## config.mk

```make
export PLATFORM = sky130hd
export DESIGN_NAME = branch_unit
export DESIGN_NICKNAME = d
export VERILOG_FILES = /design/src/lc3b_types.sv /design/src/branch_controller.sv /design/src/branch_predictor.sv /design/src/branch_unit.sv /design/src/branch_waterfall_queue.sv
export VERILOG_INCLUDE_DIRS = /design/src
export SDC_FILE = /design/constraint.sdc
export NUM_CORES = 1
export LEC_CHECK = 0
export ABC_AREA = 1
export BUFFER_PORTS_ARGS = -buffer_cell sky130_fd_sc_hd__buf_4
export CORE_MARGIN = 3
export CORE_UTILIZATION = 26
export CTS_CLUSTER_SIZE = 16
export DETAILED_ROUTE_END_ITERATION = 8
export MAX_ROUTING_LAYER = met4
export SLEW_MARGIN = 20
export SYNTH_ARGS = -nofsm -noshare
export SYNTH_HDL_FRONTEND = slang
export SYNTH_SLANG_ARGS = --single-unit
```

## constraint.sdc

```tcl
create_clock -name clk -period 4.1 [get_ports clk]
set_clock_uncertainty 0.2 [all_clocks]
set_input_delay 0.82 -clock clk [delete_from_list [all_inputs] [get_ports clk]]
set_output_delay 0.82 -clock clk [all_outputs]
set_load 0.02 [all_outputs]
```

## src/lc3b_branch_params.svh

```systemverilog
`ifndef LC3B_BRANCH_PARAMS_SVH
`define LC3B_BRANCH_PARAMS_SVH

// Branches in flight between IF and EX_MEM never exceed this.
`define LC3B_BRQ_DEPTH 4

// Number of 2-bit counters in the branch history table.
`define LC3B_BHT_ENTRIES 16

// The table index comes from PC bits 4 down to 1.
`define LC3B_BHT_INDEX_W 4

// Counters come out of reset weakly not taken.
`define LC3B_CTR_RESET 2'd1

`endif

```

## src/lc3b_types.sv

```systemverilog
`include "lc3b_branch_params.svh"

package lc3b_types;

    typedef logic [15:0] lc3b_word;

    typedef enum logic [3:0] {
        op_br   = 4'b0000,
        op_add  = 4'b0001,
        op_ldb  = 4'b0010,
        op_stb  = 4'b0011,
        op_jsr  = 4'b0100,
        op_and  = 4'b0101,
        op_ldr  = 4'b0110,
        op_str  = 4'b0111,
        op_rti  = 4'b1000,
        op_not  = 4'b1001,
        op_ldi  = 4'b1010,
        op_sti  = 4'b1011,
        op_jmp  = 4'b1100,
        op_shf  = 4'b1101,
        op_lea  = 4'b1110,
        op_trap = 4'b1111
    } lc3b_opcode;

    typedef enum logic [2:0] {
        lc3b_pc_mux_sel_pc_plus2           = 3'd0,
        lc3b_pc_mux_sel_alu                = 3'd1,
        lc3b_pc_mux_sel_pcn                = 3'd2,
        lc3b_pc_mux_sel_mdr                = 3'd3,
        lc3b_pc_mux_sel_branch_address     = 3'd4,
        lc3b_pc_mux_sel_mispredict_address = 3'd5
    } lc3b_pc_mux_sel;

    typedef struct packed {
        lc3b_pc_mux_sel pc_mux_sel;
    } lc3b_control_word;

    typedef struct packed {
        logic active;
        logic exclusive;
        logic barrier_if_id_stall;
        logic barrier_id_ex_stall;
        logic barrier_ex_mem_stall;
        logic barrier_mem_wb_stall;
        logic barrier_if_id_reset;
        logic barrier_id_ex_reset;
        logic barrier_ex_mem_reset;
        logic barrier_mem_wb_reset;
        logic barrier_id_ex_force_sr1_load;
        logic barrier_id_ex_force_sr2_load;
        logic stage_if_stall;
        logic stage_id_stall;
        logic stage_ex_stall;
        logic stage_mem_stall;
        logic stage_wb_stall;
    } lc3b_pipeline_control_word;

    typedef logic [`LC3B_BHT_INDEX_W-1:0] lc3b_bht_index;
    typedef logic [1:0]                   lc3b_bht_counter;

    // each predicted br leaves one 21-bit record.
    typedef struct packed {
        lc3b_word      mispredict_address;
        logic          prediction;
        lc3b_bht_index bht_index;
    } lc3b_branch_record;

endpackage : lc3b_types

```

## src/branch_controller.sv

```systemverilog
module branch_controller (
    input  logic                                  clk,
    input  logic                                  arst_n,

    input  lc3b_types::lc3b_word                  stage_if_ir,
    input  lc3b_types::lc3b_word                  stage_if_pc,
    input  logic                                  stage_if_valid,
    input  logic                                  branch_prediction,
    input  lc3b_types::lc3b_bht_index             bht_index,

    input  lc3b_types::lc3b_word                  ex_mem_alu,
    input  lc3b_types::lc3b_word                  ex_mem_pcn,
    input  lc3b_types::lc3b_control_word          ex_mem_control,
    input  lc3b_types::lc3b_opcode                ex_mem_opcode,
    input  logic                                  ex_mem_valid,
    input  logic                                  stage_mem_br_en,

    input  lc3b_types::lc3b_word                  mem_wb_mdr,
    input  lc3b_types::lc3b_control_word          mem_wb_control,
    input  lc3b_types::lc3b_opcode                mem_wb_opcode,
    input  logic                                  mem_wb_valid,

    input  lc3b_types::lc3b_branch_record         head_record,
    input  logic                                  queue_empty,

    output lc3b_types::lc3b_word                  pc_out,
    output lc3b_types::lc3b_word                  pc_plus2_out,
    output lc3b_types::lc3b_pipeline_control_word pipeline_control_request,
    output logic                                  push,
    output lc3b_types::lc3b_branch_record         push_record,
    output logic                                  pop,
    output logic                                  flush,
    output logic                                  train,
    output lc3b_types::lc3b_bht_index             train_index,
    output logic                                  train_taken,
    output logic                                  prediction_correct,
    output logic                                  prediction_incorrect
);

    lc3b_types::lc3b_word       branch_address;
    lc3b_types::lc3b_opcode     stage_if_opcode;
    lc3b_types::lc3b_pc_mux_sel pc_mux_sel;
    logic                       if_br;
    logic                       ex_mem_br;

    assign stage_if_opcode = lc3b_types::lc3b_opcode'(stage_if_ir[15:12]);
    assign pc_plus2_out    = stage_if_pc + 16'd2;

    // PCoffset9 is a word offset.
    assign branch_address = pc_plus2_out + {{6{stage_if_ir[8]}}, stage_if_ir[8:0], 1'b0};

    assign if_br     = stage_if_valid && stage_if_opcode == lc3b_types::op_br;
    assign ex_mem_br = ex_mem_valid && ex_mem_opcode == lc3b_types::op_br;

    // the record keeps whichever address fetch did not take.
    assign push_record.prediction         = branch_prediction;
    assign push_record.bht_index          = bht_index;
    assign push_record.mispredict_address = branch_prediction ? pc_plus2_out : branch_address;

    assign pop         = ex_mem_br;
    assign train       = ex_mem_br;
    assign train_index = head_record.bht_index;
    assign train_taken = stage_mem_br_en;

    // a discarded fetch must not leave a record behind.
    assign push = if_br && !flush;

    always_comb begin
        pipeline_control_request = '0;
        prediction_correct       = 1'b0;
        prediction_incorrect     = 1'b0;
        flush                    = 1'b0;
        pc_mux_sel               = lc3b_types::lc3b_pc_mux_sel_pc_plus2;

        if (if_br && branch_prediction) begin
            pc_mux_sel = lc3b_types::lc3b_pc_mux_sel_branch_address;
        end

        if (ex_mem_br) begin
            if (head_record.prediction == stage_mem_br_en) begin
                prediction_correct = 1'b1;
                pc_mux_sel         = lc3b_types::lc3b_pc_mux_sel_pc_plus2;
            end else begin
                prediction_incorrect = 1'b1;
                flush                = 1'b1;
                pc_mux_sel           = lc3b_types::lc3b_pc_mux_sel_mispredict_address;
                pipeline_control_request.active               = 1'b1;
                pipeline_control_request.barrier_if_id_reset  = 1'b1;
                pipeline_control_request.barrier_id_ex_reset  = 1'b1;
                pipeline_control_request.barrier_ex_mem_reset = 1'b1;
            end
        end

        if (ex_mem_valid && (ex_mem_opcode == lc3b_types::op_jmp ||
                             ex_mem_opcode == lc3b_types::op_jsr)) begin
            flush      = 1'b1;
            pc_mux_sel = ex_mem_control.pc_mux_sel; // alu for jmp, pcn for jsr.
            pipeline_control_request.active               = 1'b1;
            pipeline_control_request.barrier_if_id_reset  = 1'b1;
            pipeline_control_request.barrier_id_ex_reset  = 1'b1;
            pipeline_control_request.barrier_ex_mem_reset = 1'b1;
        end

        // the trap vector is not known until MEM_WB, so only squash here.
        if (ex_mem_valid && ex_mem_opcode == lc3b_types::op_trap) begin
            flush = 1'b1;
            pipeline_control_request.active               = 1'b1;
            pipeline_control_request.barrier_if_id_reset  = 1'b1;
            pipeline_control_request.barrier_id_ex_reset  = 1'b1;
            pipeline_control_request.barrier_ex_mem_reset = 1'b1;
        end

        if (mem_wb_valid && mem_wb_opcode == lc3b_types::op_trap) begin
            flush      = 1'b1;
            pc_mux_sel = mem_wb_control.pc_mux_sel;
            pipeline_control_request.active               = 1'b1;
            pipeline_control_request.barrier_if_id_reset  = 1'b1;
            pipeline_control_request.barrier_id_ex_reset  = 1'b1;
            pipeline_control_request.barrier_ex_mem_reset = 1'b1;
            pipeline_control_request.barrier_mem_wb_reset = 1'b1;
        end
    end

    always_comb begin
        case (pc_mux_sel)
            lc3b_types::lc3b_pc_mux_sel_alu:                pc_out = ex_mem_alu;
            lc3b_types::lc3b_pc_mux_sel_pcn:                pc_out = ex_mem_pcn;
            lc3b_types::lc3b_pc_mux_sel_mdr:                pc_out = mem_wb_mdr;
            lc3b_types::lc3b_pc_mux_sel_branch_address:     pc_out = branch_address;
            lc3b_types::lc3b_pc_mux_sel_mispredict_address: pc_out = head_record.mispredict_address;
            default:                                        pc_out = pc_plus2_out;
        endcase
    end

    // a resolution is either a hit or a miss, never both.
    one_prediction_strobe: assert property (
        @(posedge clk) disable iff (!arst_n)
        !(prediction_correct && prediction_incorrect)
    ) else $error("both prediction strobes high");

    // control words from decode must name one of the six sources.
    legal_pc_mux_sel: assert property (
        @(posedge clk) disable iff (!arst_n)
        pc_mux_sel inside {lc3b_types::lc3b_pc_mux_sel_pc_plus2,
                           lc3b_types::lc3b_pc_mux_sel_alu,
                           lc3b_types::lc3b_pc_mux_sel_pcn,
                           lc3b_types::lc3b_pc_mux_sel_mdr,
                           lc3b_types::lc3b_pc_mux_sel_branch_address,
                           lc3b_types::lc3b_pc_mux_sel_mispredict_address}
    ) else $error("illegal next-PC select");

    // a br in EX_MEM resolves against the queue, so a record must be waiting.
    resolve_has_record: assert property (
        @(posedge clk) disable iff (!arst_n)
        ex_mem_br |-> !queue_empty
    ) else $error("br resolved with no queued prediction");

endmodule : branch_controller

```

## src/branch_predictor.sv

```systemverilog
`include "lc3b_branch_params.svh"

module branch_predictor (
    input  logic                      clk,
    input  logic                      arst_n,
    input  lc3b_types::lc3b_word      read_pc,
    input  logic                      train,
    input  lc3b_types::lc3b_bht_index train_index,
    input  logic                      train_taken,
    output logic                      prediction,
    output lc3b_types::lc3b_bht_index read_index
);

    lc3b_types::lc3b_bht_counter counters [`LC3B_BHT_ENTRIES];
    lc3b_types::lc3b_bht_counter train_ctr;

    // instructions are word aligned, so bit 0 carries no information.
    assign read_index = read_pc[`LC3B_BHT_INDEX_W:1];

    // taken when the counter sits in one of the two upper states.
    assign prediction = counters[read_index][1];

    assign train_ctr = counters[train_index];

    always_ff @(posedge clk or negedge arst_n) begin
        if (!arst_n) begin
            for (int i = 0; i < `LC3B_BHT_ENTRIES; i++) begin
                counters[i] <= `LC3B_CTR_RESET;
            end
        end else if (train) begin
            if (train_taken) begin
                if (train_ctr != 2'd3) begin
                    counters[train_index] <= train_ctr + 2'd1;
                end
            end else begin
                if (train_ctr != 2'd0) begin
                    counters[train_index] <= train_ctr - 2'd1;
                end
            end
        end
    end

endmodule : branch_predictor

```

## src/branch_unit.sv

```systemverilog
module branch_unit (
    input  logic                                  clk,
    input  logic                                  arst_n,

    input  lc3b_types::lc3b_word                  stage_if_ir,
    input  lc3b_types::lc3b_word                  stage_if_pc,
    input  logic                                  stage_if_valid,

    input  lc3b_types::lc3b_word                  ex_mem_alu,
    input  lc3b_types::lc3b_word                  ex_mem_pcn,
    input  lc3b_types::lc3b_control_word          ex_mem_control,
    input  lc3b_types::lc3b_opcode                ex_mem_opcode,
    input  logic                                  ex_mem_valid,
    input  logic                                  stage_mem_br_en,

    input  lc3b_types::lc3b_word                  mem_wb_mdr,
    input  lc3b_types::lc3b_control_word          mem_wb_control,
    input  lc3b_types::lc3b_opcode                mem_wb_opcode,
    input  logic                                  mem_wb_valid,

    output lc3b_types::lc3b_word                  pc_out,
    output lc3b_types::lc3b_word                  pc_plus2_out,
    output lc3b_types::lc3b_pipeline_control_word pipeline_control_request,
    output logic                                  prediction_correct,
    output logic                                  prediction_incorrect
);

    logic                          branch_prediction;
    lc3b_types::lc3b_bht_index     bht_index;
    logic                          push;
    lc3b_types::lc3b_branch_record push_record;
    logic                          pop;
    logic                          flush;
    lc3b_types::lc3b_branch_record head_record;
    logic                          queue_empty;
    logic                          train;
    lc3b_types::lc3b_bht_index     train_index;
    logic                          train_taken;

    branch_predictor bht_i (
        .clk,
        .arst_n,
        .read_pc     (stage_if_pc),
        .train,
        .train_index,
        .train_taken,
        .prediction  (branch_prediction),
        .read_index  (bht_index)
    );

    branch_waterfall_queue brq_i (
        .clk,
        .arst_n,
        .push,
        .push_record,
        .pop,
        .flush,
        .head_record,
        .empty       (queue_empty)
    );

    branch_controller ctrl_i (
        .clk,
        .arst_n,
        .stage_if_ir,
        .stage_if_pc,
        .stage_if_valid,
        .branch_prediction,
        .bht_index,
        .ex_mem_alu,
        .ex_mem_pcn,
        .ex_mem_control,
        .ex_mem_opcode,
        .ex_mem_valid,
        .stage_mem_br_en,
        .mem_wb_mdr,
        .mem_wb_control,
        .mem_wb_opcode,
        .mem_wb_valid,
        .head_record,
        .queue_empty,
        .pc_out,
        .pc_plus2_out,
        .pipeline_control_request,
        .push,
        .push_record,
        .pop,
        .flush,
        .train,
        .train_index,
        .train_taken,
        .prediction_correct,
        .prediction_incorrect
    );

endmodule : branch_unit

```

## src/branch_waterfall_queue.sv

```systemverilog
`include "lc3b_branch_params.svh"

module branch_waterfall_queue (
    input  logic                          clk,
    input  logic                          arst_n,
    input  logic                          push,
    input  lc3b_types::lc3b_branch_record push_record,
    input  logic                          pop,
    input  logic                          flush,
    output lc3b_types::lc3b_branch_record head_record,
    output logic                          empty
);

    localparam int CNT_W  = $clog2(`LC3B_BRQ_DEPTH + 1);
    localparam int SLOT_W = $clog2(`LC3B_BRQ_DEPTH);

    lc3b_types::lc3b_branch_record entries [`LC3B_BRQ_DEPTH];

    logic [CNT_W-1:0]  count;
    logic [SLOT_W-1:0] wr_slot;
    logic              full;
    logic              do_push;

    assign empty       = (count == '0);
    assign full        = (count == CNT_W'(`LC3B_BRQ_DEPTH));
    assign head_record = entries[0];

    // a flushed cycle discards whatever is being fetched.
    assign do_push = push && !flush;

    // when the head leaves in the same cycle, the new record lands one slot lower.
    assign wr_slot = SLOT_W'(count - CNT_W'(pop));

    always_ff @(posedge clk or negedge arst_n) begin
        if (!arst_n) begin
            count <= '0;
        end else if (flush) begin
            count <= '0;
        end else begin
            count <= count + CNT_W'(do_push) - CNT_W'(pop);
        end
    end

    // older records fall toward the head as branches resolve.
    always_ff @(posedge clk) begin
        if (pop) begin
            for (int i = 0; i < `LC3B_BRQ_DEPTH - 1; i++) begin
                entries[i] <= entries[i+1];
            end
        end
        if (do_push) begin
            entries[wr_slot] <= push_record; // wins over the shift at the same slot.
        end
    end

    // IF cannot run more branches ahead than the queue holds.
    no_push_when_full: assert property (
        @(posedge clk) disable iff (!arst_n)
        do_push && full |-> pop
    ) else $error("branch queue overflow");

    // every br reaching EX_MEM must have been recorded at fetch.
    no_pop_when_empty: assert property (
        @(posedge clk) disable iff (!arst_n)
        pop |-> !empty
    ) else $error("branch queue underflow");

endmodule : branch_waterfall_queue

```

==> reports/metrics.cfg <==
[run_status]
outcome = finished, violations left
violations = negative setup slack

[floorplan]
initial_utilization_pct = 26.8
die_area_um2 = 31300
num_io_pins = 151
rows = 61
dieWidth_um = 177
dieHeight_um = 177
core_area_um2 = 28300

[sta]
clock.fmax_mhz = 234
fin_crit_sh_pct = 104
setup_tns_ns = -0.698
setup_slack_ns = -0.175
hold_viol = 0
maxSlewViolCount = 0
worstMarginPinSlew_ns = 0.709
period_needed_ns = 4.27
slew_headroom_pct = 52.7
rsz0062_at_grt = true
finalSetupViolations = 6

[global_routing]
antenna_found_initial = 1
grt_max_degree = 42
grt_pass1_vias = 7163
grt_pass1_wl_um = 36500
globalRouteOverflowTotal = 0
grt_usage_pct = 15.0

[layout]
nNetsFinal = 1303
final_common_cell = nand2_1
layout_common_cells = nand2_1, buf_4, inv_1
fillers = 2823
multi_input_area_um2 = 4050
area_growth_pct = 41.7
final_cell_area_um2 = 10800
drive_gt1_share_pct = 34.4
final-seq-area_um2 = 3390

[synth]
syn_area_per_cell_um2 = 7.85
ys_types = 40
ys_async_sr_fraction_pct = 28.8
seq_area_frac_synth_pct = 44.7
synth_seq_cells = 118
synth-main-ff-cell = edfxtp_1
syn_area_um2 = 7590
postSynthCellCount = 967
ys_warn_count = 0
synth_edf_count = 84

[setup_path]
cp.depth = 22
cpMaxStageDelayCell = o21bai_1
crit_path_end_kind = output port
crit_path_max_fanout = 4
r2r-start = brq_i.entries[0][1]
path_buf_inv = 5
endpoint = pc_out[14]
crit_chain = buf_6 > ha_4 > nand2_4 > inv_2 > nand2_4 > nor2_4 > nand3_4 > o21bai_1 > o21ai_4 > inv_2 > ha_4 > buf_6 > a21oi_2 > nand2_1 > a21oi_2 > a21o_1 > nand2_1 > nand3_1 > nand2_1 > nor2_2 > nand3_2 > buf_6
start_kind = input port
critical-path-top-delay-family = simple AND/OR/NAND/NOR gates
reg2reg_depth = 14
worstSetupStartpoint = stage_if_pc[1]
cp_slowest_stage_delay_ns = 0.22
required_ns = 3.08
cp.arrival_ns = 3.25
r2r_setup_slack_ns = 0.92
worst-setup-path-type = input port to output port

[route]
antenna_left = 0
drtIter0Drc = 532
wl_um = 22900
drc = 0
vias = 7311
first_pass_iters = 5
vias_per_cell = 4.65
wl_per_cell_um = 14.5

[placed_design]
globalplace.congestion = 0.912
dp_hpwl_um = 16900
postPlaceCellArea_um2 = 9480
portBuffers = 135

[clocking]
cts_buffers = 17
htreeDepth = 4
clockBufferDepth = 2
insertion_delay_ns = 0.41
root_buffer = clkbuf_16
cts_tree = yes
clk_pin_slew_ns = 0.06
cts.sinks = 118

[power_and_ir_drop]
peakVddDrop_mv = 0.309
p_leak_nw = 4.91
powerDensity_nw_per_um2 = 342
p_total_mw = 3.68

[worst_hold_path]
hold_class = input port to asynchronous set/reset pin

[run]
drv_cap = 0

==> how the worst min path moves through the flow <==
stage / from / to / slack, ns / cells after the start
5_1_grt: arst_n / bht_i.counters[9] / 0.18 / 1
2_1_floorplan: bht_i.counters[13] / bht_i.counters[13] / 0.25 / 2
3_3_place_gp: bht_i.counters[15] / bht_i.counters[15] / 0.27 / 2
6_report: arst_n / bht_i.counters[9] / 0.15 / 1
4_1_cts: arst_n / bht_i.counters[5] / 0.16 / 1
3_5_place_dp: bht_i.counters[9] / bht_i.counters[9] / 0.28 / 2
==> logic make-up after synthesis <==
kind of cell,synth area share [%]
compound gates,11.2
xor+xnor,2.19
fa+ha+maj,3.72
buf+inv,9.16
flops,44.7
mux,0.132
other cells,0.0494
simple gates,28.8
==> synth_stat cells (3+ instances only) <==
library cell | n | share of area [%]
a21oi_1 | 14 | 0.92
a22oi_1 | 8 | 0.79
buf_2 | 13 | 0.86
buf_4 | 19 | 1.9
buf_6 | 3 | 0.44
clkbuf_1 | 16 | 0.79
dfrtp_1 | 18 | 5.9
dfstp_2 | 16 | 5.5
edfxtp_1 | 84 | 33
ha_1 | 21 | 3.5
inv_1 | 96 | 4.7
inv_2 | 9 | 0.44
nand2_1 | 291 | 14
nand2_4 | 3 | 0.44
nand3_1 | 73 | 4.8
nand4_1 | 39 | 3.2
nor2_1 | 52 | 2.6
nor2_2 | 10 | 0.82
nor2_4 | 3 | 0.44
nor3_1 | 7 | 0.46
o21a_1 | 4 | 0.40
o21ai_0 | 81 | 5.3
o21ai_1 | 32 | 2.1
o21bai_1 | 4 | 0.40
o22ai_1 | 7 | 0.58
or2_2 | 9 | 0.74
xnor2_1 | 7 | 0.81
xor2_1 | 12 | 1.4
==> what timing repair did <==
action	4_1_cts	5_1_grt
pin swaps	51	32
hold buffers	0	0
gates resized for setup	59	58
setup buffers	21	0
setup endpoints to repair	10	17
==> per-layer routing <==
| layer | global-route usage (%) | share of wire (%) |
|---|---|---|
| met1 | 19.0 | 43 |
| met2 | 23.8 | 47 |
| met3 | 3.24 | 6.8 |
| met4 | 5.40 | 2.4 |
| met5 | - | 0 |
==> area by class of cell <==
cell class                      count  share of cell area [%]
Inverter                          105                    3.71
Tap cell                          378                    4.40
Clock inverter                     14                    1.65
Clock buffer                       17                    3.95
Timing Repair Buffer              235                    17.1
Antenna cell                        1                  0.0233
Multi-Input combinational cell    704                    37.6
Sequential cell                   118                    31.5
==> stage by stage <==
| step | instances | worst slack, ns | hold slack (ns) | util (%) |
|---|---|---|---|---|
| final | 1572 | -0.175 | 0.153 | 38.0 |
| after global routing | 1572 | -0.388 | 0.179 | 38.0 |
| after CTS | 1571 | -0.283 | 0.158 | 37.0 |
| after detailed placement | 1520 | -0.657 | 0.278 | 33.5 |
| after global placement | 1520 | -0.573 | 0.271 | 33.5 |
| after floorplan | 978 | -0.0420 | 0.253 | - |
==> where the power goes <==
group,switching (mW),leakage (nW),internal (mW)
sequential,0.0115,1.15,1.32
clock,0.558,0.282,0.957
combinational,0.467,3.48,0.362
Power figures use the tool's default switching activity.
